`src/nic_rx_pkg.sv`:
```
`default_nettype none

package nic_rx_pkg;

    // ------------------------------------------------------------------
    // Ring buffer geometry
    // ------------------------------------------------------------------
    localparam int DATA_W    = 64;              // Stream and ring word
    localparam int BUF_AW    = 8;               // Ring address bits
    localparam int BUF_DEPTH = 256;             // Qwords in the ring
    localparam int PTR_W     = BUF_AW + 1;      // Address plus wrap bit

    typedef logic [PTR_W-1:0] ptr_t;            // Ring pointer with wrap bit

    // ------------------------------------------------------------------
    // Burst and flow control
    // ------------------------------------------------------------------
    localparam int MAX_TLP_QWORDS = 16;         // Largest burst per TLP
    localparam int QCNT_W         = 5;          // Holds 0..16
    localparam int TLP_CREDITS    = 4;          // Credits held after reset
    localparam int CRED_W         = $clog2(TLP_CREDITS + 1);
    localparam int SEQ_W          = 8;          // TLP sequence number

    // Sender FSM encoding
    localparam int               SND_STATE_W = 2;
    localparam logic [SND_STATE_W-1:0] SND_IDLE = 2'd0;   // Waiting for request
    localparam logic [SND_STATE_W-1:0] SND_HDR  = 2'd1;   // Header word out
    localparam logic [SND_STATE_W-1:0] SND_DATA = 2'd2;   // Payload words out

    // ------------------------------------------------------------------
    // TLP word layout
    // ------------------------------------------------------------------
    typedef struct packed {
        logic [DATA_W-SEQ_W-QCNT_W-BUF_AW-1:0] pad;         // Zero fill
        logic [SEQ_W-1:0]                      seq;         // Running TLP number
        logic [QCNT_W-1:0]                     qword_count; // Burst length
        logic [BUF_AW-1:0]                     ring_offset; // First qword slot
    } tlp_hdr_t;

    // One output word, header view or payload view
    typedef union packed {
        tlp_hdr_t          hdr;
        logic [DATA_W-1:0] raw;
    } tlp_word_u;

endpackage

`default_nettype wire

```
`src/rx_mac_writer.sv`:
```
`timescale 1ns/1ps
`default_nettype none

module rx_mac_writer import nic_rx_pkg::*; (
    input  logic              clk,
    input  logic              reset,
    // MAC receive stream
    input  logic [DATA_W-1:0] s_axis_tdata,
    input  logic              s_axis_tvalid,
    input  logic              s_axis_tlast,
    output logic              s_axis_tready,
    // Ring write port
    output logic [BUF_AW-1:0] wr_addr,
    output logic [DATA_W-1:0] wr_data,
    output logic              wr_en,
    // Pointer exchange with the read side
    output ptr_t              commited_wr_address,
    input  ptr_t              commited_rd_address
);

    // ------------------------------------------------------------------
    // Running write pointer and fill level
    // ------------------------------------------------------------------
    ptr_t wr_ptr;           // Next free slot, wrap bit on top
    ptr_t wr_ptr_nxt;       // Slot after the current one
    ptr_t fill_level;       // Qwords not yet released by the sender
    logic ring_full;        // No free slot left
    logic beat_ok;          // Beat taken on this edge

    assign wr_ptr_nxt = wr_ptr + ptr_t'(1);

    // Counts partial frames too, they occupy slots already
    assign fill_level = wr_ptr - commited_rd_address;
    assign ring_full  = (fill_level == ptr_t'(BUF_DEPTH));   // Wrap bits differ

    assign s_axis_tready = !ring_full;                        // Back-pressure
    assign beat_ok       = s_axis_tvalid && s_axis_tready;    // AXI handshake

    // ------------------------------------------------------------------
    // Ring write, lands on the accept edge
    // ------------------------------------------------------------------
    assign wr_en   = beat_ok;
    assign wr_addr = wr_ptr[BUF_AW-1:0];      // Drop wrap bit
    assign wr_data = s_axis_tdata;

    // ------------------------------------------------------------------
    // Pointer update and frame commit
    // ------------------------------------------------------------------
    always_ff @(posedge clk) begin
        if (reset) begin
            wr_ptr              <= '0;
            commited_wr_address <= '0;
        end else if (beat_ok) begin
            wr_ptr <= wr_ptr_nxt;                   // One qword per beat
            if (s_axis_tlast) begin
                commited_wr_address <= wr_ptr_nxt;  // Whole frame now visible
            end
        end
    end

    // Mid-frame beats leave the committed pointer alone, so the
    // trigger stage never cuts into a frame still arriving

endmodule

`default_nettype wire

```
`config.mk`:
```
export PLATFORM = sky130hd
export DESIGN_NAME = rx_mac_writer
export DESIGN_NICKNAME = d
export VERILOG_FILES = /design/src/nic_rx_pkg.sv /design/src/rx_mac_writer.sv
export SDC_FILE = /design/constraint.sdc
export NUM_CORES = 1
export LEC_CHECK = 0
export ABC_AREA = 1
export BUFFER_PORTS_ARGS = -buffer_cell sky130_fd_sc_hd__buf_2
export CAP_MARGIN = 5
export CORE_MARGIN = 2
export CORE_UTILIZATION = 39
export DETAILED_ROUTE_END_ITERATION = 12
export PLACE_DENSITY = 0.91
export REMOVE_ABC_BUFFERS = 1
export SETUP_SLACK_MARGIN = 0.15
export SLEW_MARGIN = 20
export SYNTH_ARGS = -nofsm -noshare
export SYNTH_HDL_FRONTEND = slang
export SYNTH_SLANG_ARGS = --single-unit
```
`constraint.sdc`:
```
create_clock -name clk -period 3 [get_ports clk]
set_clock_uncertainty 0.15 [all_clocks]
set_input_delay 0.15 -clock clk [delete_from_list [all_inputs] [get_ports clk]]
set_output_delay 0.15 -clock clk [all_outputs]
set_load 0.02 [all_outputs]
```
# After elaboration in Yosys (flattened, before gate mapping)
# Index checks and enable logic that the tools add are counted.
# classes
add_sub_neg	2
reduce_logical	3
eq_ne	1
# ops
op	count
adder 9 x 1 -> 9 bit (second input constant)	1
== test 9 bit (second input constant)	1
subtractor 9 bit	1
AND reduction 2 bit	1
logical AND 1 bit	1
logical NOT 1 bit	1
# word_totals
inputBits	77
out_inout_bits	83
regBits	18
elab_cells	8

# Depth between registers and ports, before layout
# depth
ltp_word	5
mapped_depth	17

# Worst setup path before layout
# OpenSTA, ideal clock, no wires.
# synth_timing
path_kind	flip-flop to flip-flop
start	reg wr_ptr[2]
end	reg wr_ptr[4]
path_stages_with_launch	14
t_arrival_ns	1.930
t_required_ns	2.734
n_path_buf	1
slack_ns	0.804
setup_ns	0.116
cell_sequence	dfxtp_1 -> ha_1 -> or2_4 -> nand3_2 -> nand2_1 -> nand2_1 -> nand2_2 -> nor2_4 -> nand3_4 -> nand2_4 -> inv_4 -> buf_6 -> nor2_2 -> nor2_1
# synth_between
elab_chain_len	4
elab_cells_between_ends	5
# synth_lines
element	line_no	rtl
start, declared	rx_mac_writer.sv:24	ptr_t wr_ptr;
start signal, assigned	rx_mac_writer.sv:54	wr_ptr <= wr_ptr_nxt;
subtractor 9 bit	rx_mac_writer.sv:33	assign fill_level = wr_ptr - commited_rd_address;
== test 9 bit	rx_mac_writer.sv:34	assign ring_full = (fill_level == ptr_t'(BUF_DEPTH));
logical NOT 1 bit	rx_mac_writer.sv:36	assign s_axis_tready = !ring_full;
named net s_axis_tready	rx_mac_writer.sv:11	output logic s_axis_tready,
logical AND 1 bit	rx_mac_writer.sv:37	assign beat_ok = s_axis_tvalid && s_axis_tready;
named net wr_en	rx_mac_writer.sv:15	output logic wr_en,
# The timed path passes the listed nets, and every way through them passes these cells.
# A chain may end at the register's enable or synchronous reset.

# Final worst setup path
# layout_timing
start	reg wr_ptr[2]
end	out wr_en
# layout_between
elab_chain_len	4
# layout_lines
element	line_no
subtractor 9 bit	rx_mac_writer.sv:33
== test 9 bit	rx_mac_writer.sv:34
logical NOT 1 bit	rx_mac_writer.sv:36
logical AND 1 bit	rx_mac_writer.sv:37
end, declared	rx_mac_writer.sv:15
# No other way between the ends.

==> summary.txt <==
Place
  – Placed cells: 309
  – GP Congestion: 0.966
  – Dpl hpwl: 7700 µm
  – Area post-placement: 1600 µm²
  – I/O Buffers: 31

Synthesis
  – Synth warn: 0
  – Post-Syn Area per Cell: 6.73 µm²
  – Post-synth cell types: 27
  – Ys async rst share: 0%
  – Count leader, synth: buf_4
  – Dominant cells by area after synthesis: buf_4, dfxtp_1, nand2_1
  – Most common library cells after synthesis: buf_4, nand2_1, inv_1
  – Leading area contributor after synthesis: buf_4
  – Post-Syn Instances: 285
  – Top FF cell, synth: dfxtp_1
  – Syn Std Cell Area: 1920 µm²
  – Flops & latches, synth: 18
  – Top-area cell type share of the netlist area: 28.2%
  – Register area share after synthesis: 18.8%
  – Number of flops mapped to enable cells by yosys: 0

Clock network
  – Clk root buf: clkbuf_8
  – Post-CTS Resized: 0
  – Worst-Skew Late Latency: 260 ps
  – TritonCTS Buffers: 3
  – CTS tree: done
  – Clock Tree Buf Depth: 2
  – # H-tree levels: 1
  – Worst-path clk slew: 70 ps
  – Clk sinks: 18

Finish
  – Antenna Cells: 0
  – Multi-input gate area: 841 µm²
  – Non-Filler Instances: 314
  – Post-route cell area: 1670 µm²
  – Final net count: 334
  – Syn-to-layout area delta: -13.2%
  – Layout cells sized above 1: 23.1%
  – FF/Latch Area: 360 µm²
  – # fillers: 519

Timing
  – RSZ-0062 raised after global routing: no
  – Post-layout minimum cycle time: 2690 ps
  – Max-slew headroom: 79.1%
  – TNS Setup: 0 ps
  – Endpoints failing setup: 0
  – Maximum clock rate: 372 MHz
  – Worst Tran Pin Value: 313 ps
  – Minimum hold slack: 121 ps
  – Max-slew violation count: 0
  – Final Hold Vio Count: 0
  – Final period util: 89.7%

Floorplanning
  – Core area: 4720 µm²
  – DIE AREA: 5500 µm²
  – Initial Utilization: 40.6%
  – Row cnt: 25
  – Die X-Extent: 74.1 µm
  – Total I/O pin count: 160
  – Chip height: 74.1 µm

Power
  – Internal power: 446 µW
  – Clock network fraction of design power: 29.6%
  – Leak: 0.000912 µW
  – Worst IR Drop VDD: 231 µV
  – PwrDens: 404 nW/µm²
  – Reg power frac: 39.9%
  – Pwr Total: 674 µW
  – Net Sw Power: 228 µW
  – Switching share of power: 33.8%
  – Combinational share of power: 30.5%

Setup path
  – Worst-path fanout max: 13
  – Arr. time, crit path: 2390 ps
  – Crit Path Class: reg2out
  – R2R setup slack: 600 ps
  – Worst Setup Start Kind: flip-flop
  – Critical path capture point type: primary output
  – Required @ worst endpoint: 2700 ps

Flow run
  – Max-cap violations: 0

Global routing
  – Largest net degree at the start of global routing: 14
  – Antenna violations before repair: 0
  – GRT Total Usage: 30.5%
  – Global route overflow: 0
  – First-pass GRT wire length: 10,800 µm
  – Vias in the first global route: 1,417

Run status
  – Status: complete, no violations

Routing
  – Drc violations: 0
  – Via/cell ratio: 5.00
  – Drt first pass iters: 8
  – Wire length per cell: 27.0 µm
  – Antenna Nets Post-Route: 0
  – Iter 0 DRT Violations: 92
  – Routed vias: 1,569
  – Total wire length: 8490 µm

Worst hold path
  – Worst Hold Class: in2reg
## cell type report
class                           count  share of cell area [%]
Sequential cell                    18                    21.6
Inverter                           38                    8.72
Timing Repair Buffer               34                    10.8
Clock buffer                        4                    3.31
Multi-Input combinational cell    153                    50.5
Tap cell                           67                    5.03
## state kept, by name, indices dropped and copies added, names as in the netlist
name                 flops
commited_wr_address      9
wr_ptr                   9
## layout by cell type (no fill, tap or decap)
master	n
nand3b_1	2
nand2_4	1
nand3_2	4
a21oi_2	1
o21ai_0	5
xnor2_1	2
nor2_4	1
xor2_1	6
dlygate4sd3_1	1
ha_1	9
a31oi_1	1
nand3_1	10
o21a_1	1
clkbuf_8	4
dfxtp_1	18
buf_2	31
nand2_2	1
nand4_1	8
or2_4	1
a21oi_1	5
inv_4	1
nand3_4	1
inv_1	37
nor2_2	9
nor2_1	26
buf_4	2
nand2_1	59
## critical path, cell delays in order, from the launching register on
cell,delay [ps]
dfxtp_1,480
ha_1,350
or2_4,310
nand3_2,70
nand2_1,50
nor2_1,90
nand2_1,110
nor2_4,130
nand3_4,140
nand2_4,130
inv_4,90
buf_2,170
## cell families (layout without fill, tap and decap cells)
kind of cell	Yosys count	count (layout)	share of synthesized area (%)
compound gates	13	13	3.78
xor+xnor	8	8	3.65
fa+ha+maj	9	9	5.87
buf+inv	114	76	37.4
flops	18	18	18.8
simple gates	123	123	30.5
## routing by layer
layer | share of wire [%] | vias up | global-route usage [%]
met4 | 7.9 | 2 | 21.8
met1 | 20 | 656 | 16.2
met2 | 44 | 149 | 48.6
met3 | 28 | 34 | 38.6
met5 | 0.22 | - | 6.48
li1 | - | 728 | -
## worst paths after layout
| kind | from | endpoint | cells past startpoint |
|---|---|---|---|
| max | wr_ptr[2] | wr_en | 11 |
| min | s_axis_tlast | commited_wr_address[2] | 3 |
| max reg2reg | wr_ptr[2] | commited_wr_address[7] | 12 |
| min reg2reg | commited_wr_address[2] | commited_wr_address[2] | 2 |
## through the flow
step / setup slack (ps) / utilization, %
floorplan: 745 / -
global placement: 662 / 33.9
detailed placement: 588 / 33.9
CTS: 316 / 35.3
global route: 162 / 35.3
finish: 310 / 35.3
## power groups by stage
stage / clock (µW) / combinational [µW] / sequential [µW]
after global placement: 0 / 194 / 274
after floorplan: 0 / 125 / 292
final: 199 / 206 / 269
after CTS: 204 / 205 / 269
after global routing: 214 / 229 / 271
after detailed placement: 0 / 203 / 274
## timing repair
action	in CTS	in global routing
buffers inserted	0	0
hold endpoints to repair	3	0
hold buffers	1	0
(Power assumes the default switching activity.)
