**src/nic_rx_pkg.sv**
```systemverilog
`default_nettype none

package nic_rx_pkg;

    // ------------------------------------------------------------------
    // Ring buffer geometry
    // ------------------------------------------------------------------
    localparam int DATA_W    = 64;              // Stream and ring word
    localparam int BUF_AW    = 8;               // Ring address bits
    localparam int BUF_DEPTH = 256;             // Qwords in the ring
    localparam int PTR_W     = BUF_AW + 1;      // Address plus wrap bit

    typedef logic [PTR_W-1:0] ptr_t;            // Ring pointer with wrap bit

    // ------------------------------------------------------------------
    // Burst and flow control
    // ------------------------------------------------------------------
    localparam int MAX_TLP_QWORDS = 16;         // Largest burst per TLP
    localparam int QCNT_W         = 5;          // Holds 0..16
    localparam int TLP_CREDITS    = 4;          // Credits held after reset
    localparam int CRED_W         = $clog2(TLP_CREDITS + 1);
    localparam int SEQ_W          = 8;          // TLP sequence number

    // Sender FSM encoding
    localparam int               SND_STATE_W = 2;
    localparam logic [SND_STATE_W-1:0] SND_IDLE = 2'd0;   // Waiting for request
    localparam logic [SND_STATE_W-1:0] SND_HDR  = 2'd1;   // Header word out
    localparam logic [SND_STATE_W-1:0] SND_DATA = 2'd2;   // Payload words out

    // ------------------------------------------------------------------
    // TLP word layout
    // ------------------------------------------------------------------
    typedef struct packed {
        logic [DATA_W-SEQ_W-QCNT_W-BUF_AW-1:0] pad;         // Zero fill
        logic [SEQ_W-1:0]                      seq;         // Running TLP number
        logic [QCNT_W-1:0]                     qword_count; // Burst length
        logic [BUF_AW-1:0]                     ring_offset; // First qword slot
    } tlp_hdr_t;

    // One output word, header view or payload view
    typedef union packed {
        tlp_hdr_t          hdr;
        logic [DATA_W-1:0] raw;
    } tlp_word_u;

endpackage

`default_nettype wire

```
**src/tlp_trigger_if.sv**
```systemverilog
`timescale 1ns/1ps
`default_nettype none

interface tlp_trigger_if import nic_rx_pkg::*; ();

    logic              trigger_tlp;         // Burst request
    logic              trigger_tlp_ack;     // One-cycle accept pulse
    logic [QCNT_W-1:0] qwords_to_send;      // Burst length, 1..16
    ptr_t              tlp_start_address;   // Pointer of first qword

    // Request side, held stable until the ack
    modport trigger (
        output trigger_tlp,
        output qwords_to_send,
        output tlp_start_address,
        input  trigger_tlp_ack
    );

    // Accept side
    modport sender (
        input  trigger_tlp,
        input  qwords_to_send,
        input  tlp_start_address,
        output trigger_tlp_ack
    );

endinterface

`default_nettype wire

```
**src/rx_tlp_sender.sv**
```systemverilog
`timescale 1ns/1ps
`default_nettype none

module rx_tlp_sender import nic_rx_pkg::*; (
    input  logic              clk,
    input  logic              reset,
    input  logic              credit_return,        // One credit back per pulse
    tlp_trigger_if.sender     trig,                 // Burst request from trigger
    // Ring read port
    output logic [BUF_AW-1:0] rd_addr,
    input  logic [DATA_W-1:0] rd_data,
    // Host-side TLP stream
    output logic [DATA_W-1:0] tlp_data,
    output logic              tlp_valid,
    output logic              tlp_sof,
    output logic              tlp_eof,
    // Released ring space, back to the writer
    output ptr_t              commited_rd_address
);

    // ------------------------------------------------------------------
    // State
    // ------------------------------------------------------------------
    logic [SND_STATE_W-1:0] state;        // FSM state
    logic [CRED_W-1:0]      credits;      // TLPs the host can still absorb
    logic [SEQ_W-1:0]       seq;          // Number of the next TLP
    logic [QCNT_W-1:0]      remaining;    // Data words left in this TLP
    ptr_t                   rd_ptr;       // Next ring slot to read
    logic                   take;         // Request accepted this cycle
    tlp_word_u              hdr_word;     // Header assembly

    // Accept only when idle and holding a credit
    assign take = trig.trigger_tlp && (state == SND_IDLE) && (credits != '0);
    assign trig.trigger_tlp_ack = take;

    // ------------------------------------------------------------------
    // Credit counter
    // ------------------------------------------------------------------
    always_ff @(posedge clk) begin
        if (reset) begin
            credits <= CRED_W'(TLP_CREDITS);
        end else begin
            case ({take, credit_return})
                2'b10:   credits <= credits - CRED_W'(1);   // Spent on a TLP
                2'b01:   credits <= credits + CRED_W'(1);   // Host consumed one
                default: credits <= credits;                // Both or neither
            endcase
        end
    end

    // ------------------------------------------------------------------
    // FSM and read pointer
    // ------------------------------------------------------------------
    always_ff @(posedge clk) begin
        if (reset) begin
            state               <= SND_IDLE;
            seq                 <= '0;
            remaining           <= '0;
            rd_ptr              <= '0;
            commited_rd_address <= '0;
        end else begin
            case (state)
                SND_IDLE: begin
                    if (take) begin
                        state     <= SND_HDR;
                        rd_ptr    <= trig.tlp_start_address;  // Latch burst
                        remaining <= trig.qwords_to_send;
                    end
                end
                SND_HDR: begin
                    // First slot is on rd_addr now, data lands next cycle
                    state  <= SND_DATA;
                    rd_ptr <= rd_ptr + ptr_t'(1);
                    seq    <= seq + SEQ_W'(1);
                end
                SND_DATA: begin
                    rd_ptr    <= rd_ptr + ptr_t'(1);          // Stay one ahead
                    remaining <= remaining - QCNT_W'(1);
                    if (remaining == QCNT_W'(1)) begin
                        state               <= SND_IDLE;
                        commited_rd_address <= rd_ptr;        // Start plus count
                    end
                end
                default: begin
                    state <= SND_IDLE;                        // Unused code
                end
            endcase
        end
    end

    // ------------------------------------------------------------------
    // Header word
    // ------------------------------------------------------------------
    // In SND_HDR rd_ptr still holds the burst start and remaining the
    // full count, so both go straight into the header
    always_comb begin
        hdr_word                 = '0;
        hdr_word.hdr.pad         = '0;
        hdr_word.hdr.seq         = seq;
        hdr_word.hdr.qword_count = remaining;
        hdr_word.hdr.ring_offset = rd_ptr[BUF_AW-1:0];
    end

    // ------------------------------------------------------------------
    // Outputs
    // ------------------------------------------------------------------
    assign rd_addr   = rd_ptr[BUF_AW-1:0];
    assign tlp_valid = (state != SND_IDLE);
    assign tlp_sof   = (state == SND_HDR);
    assign tlp_eof   = (state == SND_DATA) && (remaining == QCNT_W'(1));
    assign tlp_data  = tlp_sof ? hdr_word.raw : rd_data;   // Payload from ring

endmodule

`default_nettype wire

```
**src/flat_wrapper.sv**
```systemverilog
// flat-port wrapper written by rule: the top's interface ports become plain ports
module rx_tlp_sender_flat import nic_rx_pkg::*;
  (clk, reset, credit_return, rd_addr, rd_data, tlp_data, tlp_valid, tlp_sof, tlp_eof, commited_rd_address, trig_trigger_tlp, trig_qwords_to_send, trig_tlp_start_address, trig_trigger_tlp_ack);
  tlp_trigger_if trig_i ();
  input  logic clk;
  input  logic reset;
  input  logic credit_return;
  output logic [BUF_AW-1:0] rd_addr;
  input  logic [DATA_W-1:0] rd_data;
  output logic [DATA_W-1:0] tlp_data;
  output logic tlp_valid;
  output logic tlp_sof;
  output logic tlp_eof;
  output ptr_t commited_rd_address;
  input wire logic [$bits(trig_i.trigger_tlp)-1:0] trig_trigger_tlp;
  input wire logic [$bits(trig_i.qwords_to_send)-1:0] trig_qwords_to_send;
  input wire logic [$bits(trig_i.tlp_start_address)-1:0] trig_tlp_start_address;
  output wire logic [$bits(trig_i.trigger_tlp_ack)-1:0] trig_trigger_tlp_ack;
  assign trig_i.trigger_tlp = trig_trigger_tlp;
  assign trig_i.qwords_to_send = trig_qwords_to_send;
  assign trig_i.tlp_start_address = trig_tlp_start_address;
  assign trig_trigger_tlp_ack = trig_i.trigger_tlp_ack;
  rx_tlp_sender u_core (.clk(clk), .reset(reset), .credit_return(credit_return), .trig(trig_i), .rd_addr(rd_addr), .rd_data(rd_data), .tlp_data(tlp_data), .tlp_valid(tlp_valid), .tlp_sof(tlp_sof), .tlp_eof(tlp_eof), .commited_rd_address(commited_rd_address));
endmodule
```
**config.mk**
```make
export PLATFORM = sky130hd
export DESIGN_NAME = rx_tlp_sender_flat
export DESIGN_NICKNAME = d
export VERILOG_FILES = /design/src/nic_rx_pkg.sv /design/src/tlp_trigger_if.sv /design/src/rx_tlp_sender.sv /design/src/flat_wrapper.sv
export SDC_FILE = /design/constraint.sdc
export NUM_CORES = 1
export LEC_CHECK = 0
export BUFFER_PORTS_ARGS = -buffer_cell sky130_fd_sc_hd__buf_2
export CAP_MARGIN = 20
export CORE_MARGIN = 10
export CORE_UTILIZATION = 42
export DETAILED_ROUTE_END_ITERATION = 10
export GPL_ROUTABILITY_DRIVEN = 0
export PLACE_DENSITY = 0.79
export SLEW_MARGIN = 20
export SYNTH_ARGS = -nofsm -noshare
export SYNTH_HDL_FRONTEND = slang
export SYNTH_SLANG_ARGS = --single-unit
```
**constraint.sdc**
```tcl
create_clock -name clk -period 2.87 [get_ports clk]
set_input_delay 0.1435 -clock clk [delete_from_list [all_inputs] [get_ports clk]]
set_output_delay 0.1435 -clock clk [all_outputs]
set_load 0.005 [all_outputs]
```
# Word-level counts from Yosys, hierarchy flattened
# Index checks and enable logic that the tools add are counted.
totals:
  reg_bits: 36
  inputBits: 82
  output_inout_bits: 85
  elab_cells: 41
op_classes:
  addsub: 5
  n_eq_ne: 7
  mux: 9
  n_reduce_logical: 14
ops:
  columns: ["cell", "n"]
  rows:
  - ["$mux W64", 1]
  - ["$pmux W9 S2", 1]
  - ["$pmux W5 S2", 1]
  - ["$add A9 B1 Y9 const B", 1]
  - ["$mux W9", 1]
  - ["$add A8 B1 Y8 const B", 1]
  - ["$reduce_and A2 Y1", 4]
  - ["$reduce_bool A2 Y1", 4]
  - ["$pmux W2 S3", 1]
  - ["$pmux W3 S2", 1]
  - ["$eq A5 B1 Y1 const B", 1]
  - ["$mux W5", 1]
  - ["$sub A5 B1 Y5 const B", 1]
  - ["$eq A2 B1 Y1 const B", 2]
  - ["$eq A2 B2 Y1 const B", 2]
  - ["$mux W2", 2]
  - ["$ne A2 B1 Y1 const B", 2]
  - ["$add A3 B1 Y3 const B", 1]
  - ["$logic_and A1 B1 Y1", 3]
  - ["$reduce_bool A3 Y1", 1]
  - ["$sub A3 B1 Y3 const B", 1]
  - ["$logic_not A2 Y1", 1]
  - ["$reduce_or A2 Y1", 1]

# Longest topological paths before layout
# Gate-level depths: netlist of the first run.
depth:
  ltp_word: 5
  ltp_mapped: 9
  depth_no_buf: 9

# Worst setup path after synthesis of the first run
# Ideal clock, no wire load.
synth_timing:
  kind: "flip-flop to flip-flop"
  from: "register u_core.state[0]"
  to: "register u_core.credits[2]"
  setup_ns: 0.062
  t_arrival_ns: 2.018
  t_required_ns: 2.808
  setup_slack_ns: 0.790
  stages_incl_launch_ff: 10
  path_buffers: 0
  period_less_slack_ns: 2.080
  path_cell_list: "dfxtp_1 -> inv_1 -> ha_1 -> o311ai_4 -> ha_1 -> inv_1 -> fa_1 -> xor2_1 -> or3_1 -> nand3_1"
synth_via:
  elab_chain_cells: 5
  word_cells_on_any_way: 7
  cone_classes: "2 x eq/ne; 1 x mux; 4 x reduce/logical"
synth_lines:
  columns: ["element", "line_no", "text"]
  rows:
  - ["start, declared", "rx_tlp_sender.sv:24", "logic [SND_STATE_W-1:0] state;"]
  - ["start signal, assigned", "rx_tlp_sender.sv:56", "state <= SND_IDLE;"]
  - ["start signal, assigned", "rx_tlp_sender.sv:65", "state <= SND_HDR;"]
  - ["start signal, assigned", "rx_tlp_sender.sv:72", "state <= SND_DATA;"]
  - ["$logic_not A2 Y1 *", "rx_tlp_sender.sv:33", "assign take = trig.trigger_tlp && (state == SND_IDLE) && (credits != '0);"]
  - ["$logic_and A1 B1 Y1 * (2 in series)", "rx_tlp_sender.sv:33", null]
  - ["$eq A2 B1 Y1 / $eq A2 B2 Y1 (equally long branches)", "rx_tlp_sender.sv:43", "case ({take, credit_return})"]
  - ["$pmux W3 S2 / $reduce_bool A2 Y1 (equally long branches)", null, null]
  - ["end signal, assigned", "rx_tlp_sender.sv:44", "2'b10: credits <= credits - CRED_W'(1);"]
  - ["end signal, assigned", "rx_tlp_sender.sv:45", "2'b01: credits <= credits + CRED_W'(1);"]
  - ["end signal, assigned", "rx_tlp_sender.sv:46", "default: credits <= credits;"]
  - ["end, declared", "rx_tlp_sender.sv:25", "logic [CRED_W-1:0] credits;"]
# Every way passes the cells marked *; elsewhere a longest branch is shown, timed or not.
# A chain may end at the register's enable or synchronous reset.

# Final worst setup path of the first run
layout_timing:
  from: "register u_core.state[0]"
  to: "register u_core.rd_ptr[4]"
layout_via:
  elab_chain_cells: 5
  word_cells_on_any_way: 10
  cone_classes: "3 x eq/ne; 1 x mux; 6 x reduce/logical"
layout_lines:
  columns: ["element", "line_no", "text"]
  rows:
  - ["$logic_not A2 Y1", "rx_tlp_sender.sv:33, rx_tlp_sender.sv:62", null]
  - ["$logic_and A1 B1 Y1 (2 in series)", "rx_tlp_sender.sv:33", null]
  - ["$ne A2 B1 Y1 (no line)", null, null]
  - ["$reduce_and A2 Y1 (no line)", null, null]
  - ["end signal, assigned", "rx_tlp_sender.sv:66", "rd_ptr <= trig.tlp_start_address;"]
  - ["end signal, assigned", "rx_tlp_sender.sv:73", "rd_ptr <= rd_ptr + ptr_t'(1);"]
  - ["end signal, assigned", "rx_tlp_sender.sv:77", "rd_ptr <= rd_ptr + ptr_t'(1);"]
  - ["end, declared", "rx_tlp_sender.sv:28", "ptr_t rd_ptr;"]
# Parallel ways exist; a longest one is shown, timed or not.

==> results.json, run 1 <==
{
  "fin_util_pct": 61.19,
  "status": "completed",
  "yosysWarnings": 0,
  "drc": 0,
  "synthDistinctLibCells": 45,
  "synth.largest_area_cell": "dfxtp_1",
  "numCtsBuffers": 5,
  "syn2layout_area_growth_pct": 39.94,
  "met1_usage_pct": 18.28,
  "cts.path.max_buffers": 2,
  "crit_fanout": 15,
  "drt-total-wl_um": 8199,
  "max_freq_mhz": 429.4,
  "worst_pin_slew_ps": 668.5,
  "hold_depth": 3,
  "leakage_nw": 1.665,
  "slew_violations": 0,
  "r2r-start": "u_core.state[0]",
  "crit_path_end_kind": "register",
  "rsz0062_at_grt": "no",
  "synth_nets": 387,
  "syn_area_per_cell_um2": 8.262,
  "grt_overflow": 0,
  "pin_count": 167,
  "syn_area_um2": 2437,
  "core-area_um2": 5574,
  "post_cts_buffers": 0,
  "hold_viol": 0,
  "ir_worst_vdd_uv": 459.1,
  "p_per_area_nw_per_um2": 916.7,
  "postCtsHoldBufs": 0,
  "cap_violations": 0,
  "htreeDepth": 2,
  "grt_pass1_vias": 2638,
  "cts.repair.resized": 0,
  "setup_viol": 0,
  "place_inst": 511,
  "port_buffers": 166,
  "cts.sinks": 36,
  "placed_area_um2": 3252,
  "design_area_um2": 3411,
  "holdPathEnd": "u_core.rd_ptr[0]",
  "num_vias": 2628,
  "nets": 538,
  "cp.arrival_ps": 2530,
  "die_h_um": 96.18,
  "synthCells": 295,
  "slew_headroom_pct": 55.43,
  "required_ps": 3070,
  "die_area_um2": 9251,
  "vias_per_cell": 5.064,
  "min_path_type": "in2reg",
  "dp_hpwl_um": 6696,
  "met3_usage_pct": 7.237,
  "wl_per_cell_um": 15.80,
  "ant_nets": 0,
  "busiest_layer": "met2",
  "final.setup.tns_ps": 0,
  "synth.top_cell.area_share_pct": 29.57,
  "fin_skew_ps": 8.803,
  "critical_path_class": "reg2reg",
  "min_period_ps": 2329,
  "ys_seq_area_share_pct": 29.57,
  "grt_max_degree": 41,
  "fin_crit_sh_pct": 81.14,
  "final-instance-count-excl-fill": 519,
  "reg2reg_depth": 6,
  "synthTopCellsByArea": "dfxtp_1 (30%), nor2b_1 (12%), mux2_2 (9.7%)",
  "synth-seq-cells": 36,
  "rows": 27,
  "cp-start-kind": "register",
  "r2r_end": "u_core.rd_ptr[4]",
  "worstHoldStart": "trig_tlp_start_address[0]",
  "gr-usage-met2_pct": 29.93,
  "drive_above_1_share_pct": 46.31,
  "drt-initial-drc-count": 136,
  "cts.clk_slew.worst_paths_ps": 80,
  "n_antenna_cell": 0,
  "grt_pass1_wl_um": 12740,
  "grt_use_total_pct": 17.04,
  "cts_tree": "built",
  "r2r_slack_ps": 540,
  "die_width_um": 96.18,
  "antenna_found_initial": 0,
  "insertion_delay_ps": 290,
  "root_buffer": "clkbuf_8",
  "start_util_pct": 43.73,
  "dr.pass1.iters": 5
}
logic make-up (layout without fill, tap and decap cells):
kind of cell             count (synthesis)  in the layout  synth area share (%)
flip-flops                              36             36                 29.57
adder cells (fa/ha/maj)                 10             10                 5.442
multiplexers                            27             27                 12.17
AO/OA/AOI/OAI                           58             58                 15.81
XOR/XNOR                                 9              9                 3.234
buffers and inverters                   35            187                 6.879
AND/OR/NAND/NOR                        120            120                 26.90
sequential cells by signal, indices dropped and copies added (netlist names):
name                        flops
u_core.state                    2
u_core.seq                      8
u_core.commited_rd_address      9
u_core.remaining                5
u_core.rd_ptr                   9
u_core.credits                  3
power by group:
part / total (mW) / internal [mW] / leakage [nW] / switching [mW]
registers: 0.784 / 0.613 / 0.293 / 0.171
clock network: 0.620 / 0.435 / 0.0784 / 0.185
logic: 1.72 / 0.793 / 1.29 / 0.930
final cells by class:
type,count,area [um^2]
clock buffers,5,68.82
clock inverters,3,90.09
fillers,480,2163
inverters,11,43.79
multi-input cells,224,1551
flip-flops and latches,36,720.7
well taps,72,90.09
repair buffers,168,845.8
worst max-delay path, cell delays in order, from the launching register on:
cell and delay [ps]:
dfxtp_1 350, inv_1 80, ha_1 620, inv_1 310, o21ai_1 530, a21oi_1 120, a211oi_1 230
metrics by stage:
stage	worst slack (ps)	hold slack, ps	power, mW
detailed placement	568.6	443.9	2.534
global route	294.5	187.0	3.395
floorplan	790.5	311.1	1.940
global placement	685.7	439.6	2.482
CTS	570.5	151.9	3.158
finish	541.4	163.6	3.127
synthesized netlist by cell type (all sizes together):
master / instances
o32ai: 1
fa: 1
and4: 1
or3: 1
nor4: 1
a32o: 1
dfxtp: 36
mux2: 21
clkbuf: 13
a221oi: 1
o311ai: 1
nor2b: 48
o21a: 2
o31a: 1
inv: 11
a2bb2oi: 1
and3: 2
a21oi: 26
o21ai: 16
nand4: 5
o2bb2ai: 2
nor4b: 1
or4: 1
xnor2: 1
nand2: 24
buf: 11
and2: 1
and4b: 1
a211oi: 4
a21o: 1
nor2: 20
nand3: 12
xor2: 8
ha: 9
mux2i: 6
nor3: 2
a22o: 1
layout by cell type, fill, tap and decap left out, types with 2 or more instances in the layout:
master,synthesis,routed
buf_2,3,166
nor2b_1,48,48
dfxtp_1,36,36
a21oi_1,24,24
nand2_1,23,23
mux2_2,21,21
nor2_1,20,20
o21ai_0,13,13
nand3_1,11,11
inv_1,10,10
xor2_1,8,8
ha_1,9,8
mux2i_1,6,6
nand4_1,5,5
clkbuf_8,0,5
a211oi_1,4,4
bufinv_16,0,3
and3_1,2,2
o21a_1,2,2
o21ai_1,2,2
nor3_1,2,2
o2bb2ai_1,2,2
buf_4,8,2
worst max-delay path by stage:
stage / from / to / cells past startpoint
final: u_core.state[0] / u_core.rd_ptr[4] / 6
after global routing: u_core.state[0] / u_core.rd_ptr[3] / 6
after CTS: u_core.state[0] / u_core.rd_ptr[4] / 6
after detailed placement: u_core.state[0] / u_core.rd_ptr[4] / 6
after global placement: u_core.state[0] / u_core.rd_ptr[5] / 6
after floorplan: u_core.state[0] / u_core.credits[2] / 9
metal layers:
layer	vias to the layer above	share of wire [%]	routed length (um)
li1	1307	-	-
met2	135	51	4167
met5	-	0	0
met4	0	1.3	105
met3	10	12	945
met1	1176	36	2981
Note: power is estimated with default switching activity, not from simulation.
==> inputs of run 2 (changes only) <==
- CORE_UTILIZATION: 42 -> 38
- PLACE_DENSITY: 0.79 -> 0.75
- clock period: 2.87 -> 2 ns (I/O delays scaled with it)
==> run 2 against run 1 <==
Net effect: register-to-register slack lost 420 ps; cell count increased by 3.5%; via count is essentially flat; sequential power rose by 45%; clock skew grew 1.2 ps; global-route usage decreased by 1.3 points; non-clock buffer count grew 13.
==> results.json, run 2 (synthesized netlist as in run 1, its figures left out) <==
{
  "cap_violations": 0,
  "grt_pass1_wl_um": 13220,
  "holdPathEnd": "u_core.rd_ptr[0]",
  "cts.path.max_buffers": 2,
  "drt-initial-drc-count": 83,
  "slew_violations": 0,
  "slew_headroom_pct": 72.52,
  "final_cell_mix": "buf_2 (166), nor2b_1 (48), dfxtp_1 (33)",
  "fin_skew_ps": 9.963,
  "cp-start-kind": "register",
  "power.internal_mw": 2.481,
  "final.setup.tns_ps": 0,
  "pin_count": 167,
  "die_width_um": 100.1,
  "leakage_nw": 1.704,
  "p_clk_share_pct": 12.0,
  "max_stage_delay_ps": 360,
  "cts_tree": "built",
  "timing.final.ws_setup_ps": 116.6,
  "reg2reg_depth": 9,
  "critical_path_class": "reg2reg",
  "design_area_um2": 3490,
  "root_buffer": "clkbuf_8",
  "num_vias": 2626,
  "pwr-share-seq_pct": 25.9,
  "final-instance-count-excl-fill": 537,
  "drive_above_1_share_pct": 49.57,
  "fin_crit_sh_pct": 94.17,
  "cts.sinks": 36,
  "numCtsBuffers": 5,
  "crit_chain": "inv_2 -> ha_4 -> o311ai_4 -> ha_2 -> inv_1 -> fa_2 -> xor2_1 -> or3_1 -> nand3_1",
  "r2r-start": "u_core.state[0]",
  "wl_per_cell_um": 15.24,
  "rows": 29,
  "cp.arrival_ps": 2130,
  "setup_viol": 0,
  "drt-total-wl_um": 8185,
  "grt_max_degree": 39,
  "ant_nets": 0,
  "die_h_um": 100.1,
  "ir_worst_vdd_uv": 501.4,
  "grt_pass1_vias": 2796,
  "grt_use_total_pct": 15.73,
  "p_sw_mw": 1.913,
  "swShare_pct": 43.54,
  "n_antenna_cell": 0,
  "status": "completed",
  "r2r_end": "u_core.credits[2]",
  "htreeDepth": 2,
  "nets": 551,
  "drc": 0,
  "antenna_found_initial": 0,
  "worst_pin_slew_ps": 412.2,
  "place_inst": 527,
  "dp_hpwl_um": 6771,
  "p_per_area_nw_per_um2": 1259,
  "r2r_slack_ps": 120,
  "cp_slowest_cell": "dfxtp_4",
  "reg_top3": "u_core.commited_rd_address: 9 flops, u_core.rd_ptr: 9 flops, u_core.seq: 8 flops",
  "required_ps": 2240,
  "seqCellArea_um2": 726.9,
  "min_period_ps": 1883,
  "placed_area_um2": 3372,
  "port_buffers": 166,
  "dp_slack_ps": 19.24,
  "min_path_type": "in2reg",
  "final_common_cell": "buf_2",
  "crit_fanout": 3,
  "multi_input_area_um2": 1579,
  "hold_depth": 3,
  "vias_per_cell": 4.890,
  "syn2layout_area_growth_pct": 43.17,
  "worstHoldStart": "trig_tlp_start_address[0]",
  "insertion_delay_ps": 290,
  "power_mw": 4.394,
  "die_area_um2": 10020,
  "crit_path_end_kind": "register",
  "hold_viol": 0,
  "rsz0062_at_grt": "no",
  "start_util_pct": 38.83,
  "nFillCells": 597,
  "power_frac_comb_pct": 62.1,
  "grt_overflow": 0,
  "max_freq_mhz": 530.9,
  "core-area_um2": 6277,
  "dr.pass1.iters": 4,
  "cts.clk_slew.worst_paths_ps": 80
}
[run 2: changes by cell type in the layout (fill, tap and decap cells not counted), sizes merged]
cell / delta
buf: +13
bufinv: -3
clkinv: +3
[run 2: per-stage QoR]
stage	util, %	hold slack [ps]
6_report	55.59	83.01
5_1_grt	55.59	81.84
4_1_cts	55.11	76.94
3_5_place_dp	53.72	393.0
3_3_place_gp	53.72	399.0
2_1_floorplan	-	267.6
[run 2: area by class of cell]
cell class | count | share of cell area [%]
Sequential cell | 36 | 20.83
Tap cell | 77 | 2.761
Inverter | 11 | 1.255
Timing Repair Buffer | 181 | 27.39
Clock inverter | 3 | 0.5378
Multi-Input combinational cell | 224 | 45.25
Clock buffer | 5 | 1.972
[run 2: worst max-delay path by stage]
stage                     slack [ps]  depth (start not counted)                end         startpoint
after global placement           120                          9  u_core.credits[2]    u_core.state[0]
after floorplan                   20                          7  u_core.credits[2]  u_core.credits[2]
after CTS                        -30                          6       tlp_data[46]    u_core.state[1]
after global routing              10                          7  u_core.credits[2]  u_core.credits[0]
final                            120                          9  u_core.credits[2]    u_core.state[0]
after detailed placement          20                          9  u_core.credits[2]    u_core.state[0]
[run 2: timing repair]
| item | CTS | global route |
|---|---|---|
| endpoints found under the hold margin | 0 | 0 |
| pin swaps | 1 | 2 |
| setup endpoints to repair | 23 | 48 |
| hold buffers | 0 | 0 |
| buffers inserted | 0 | 2 |
| resized for setup | 0 | 6 |
[run 2: power groups by stage]
stage	clock, mW	combinational (mW)	sequential, mW
6_report	0.529	2.73	1.14
5_1_grt	0.568	3.07	1.17
4_1_cts	0.537	2.74	1.12
3_5_place_dp	0	2.72	1.14
3_3_place_gp	0	2.66	1.13
2_1_floorplan	0	1.76	1.07
[run 2: worst max-delay path, delay by kind of cell (launching register included)]
kind            cells  cell delay [ps]
buf+inv             2              110
simple gates        2              380
xor+xnor            1              170
compound gates      1               70
fa+ha+maj           3              740
flops               1              360
[run 2: per-layer routing]
| layer | part of all wire (%) | track usage [%] |
|---|---|---|
| met2 | 50 | 27.68 |
| met1 | 39 | 16.75 |
| met4 | 1.7 | 5.000 |
| met3 | 9.6 | 6.387 |
| met5 | 0 | 0 |
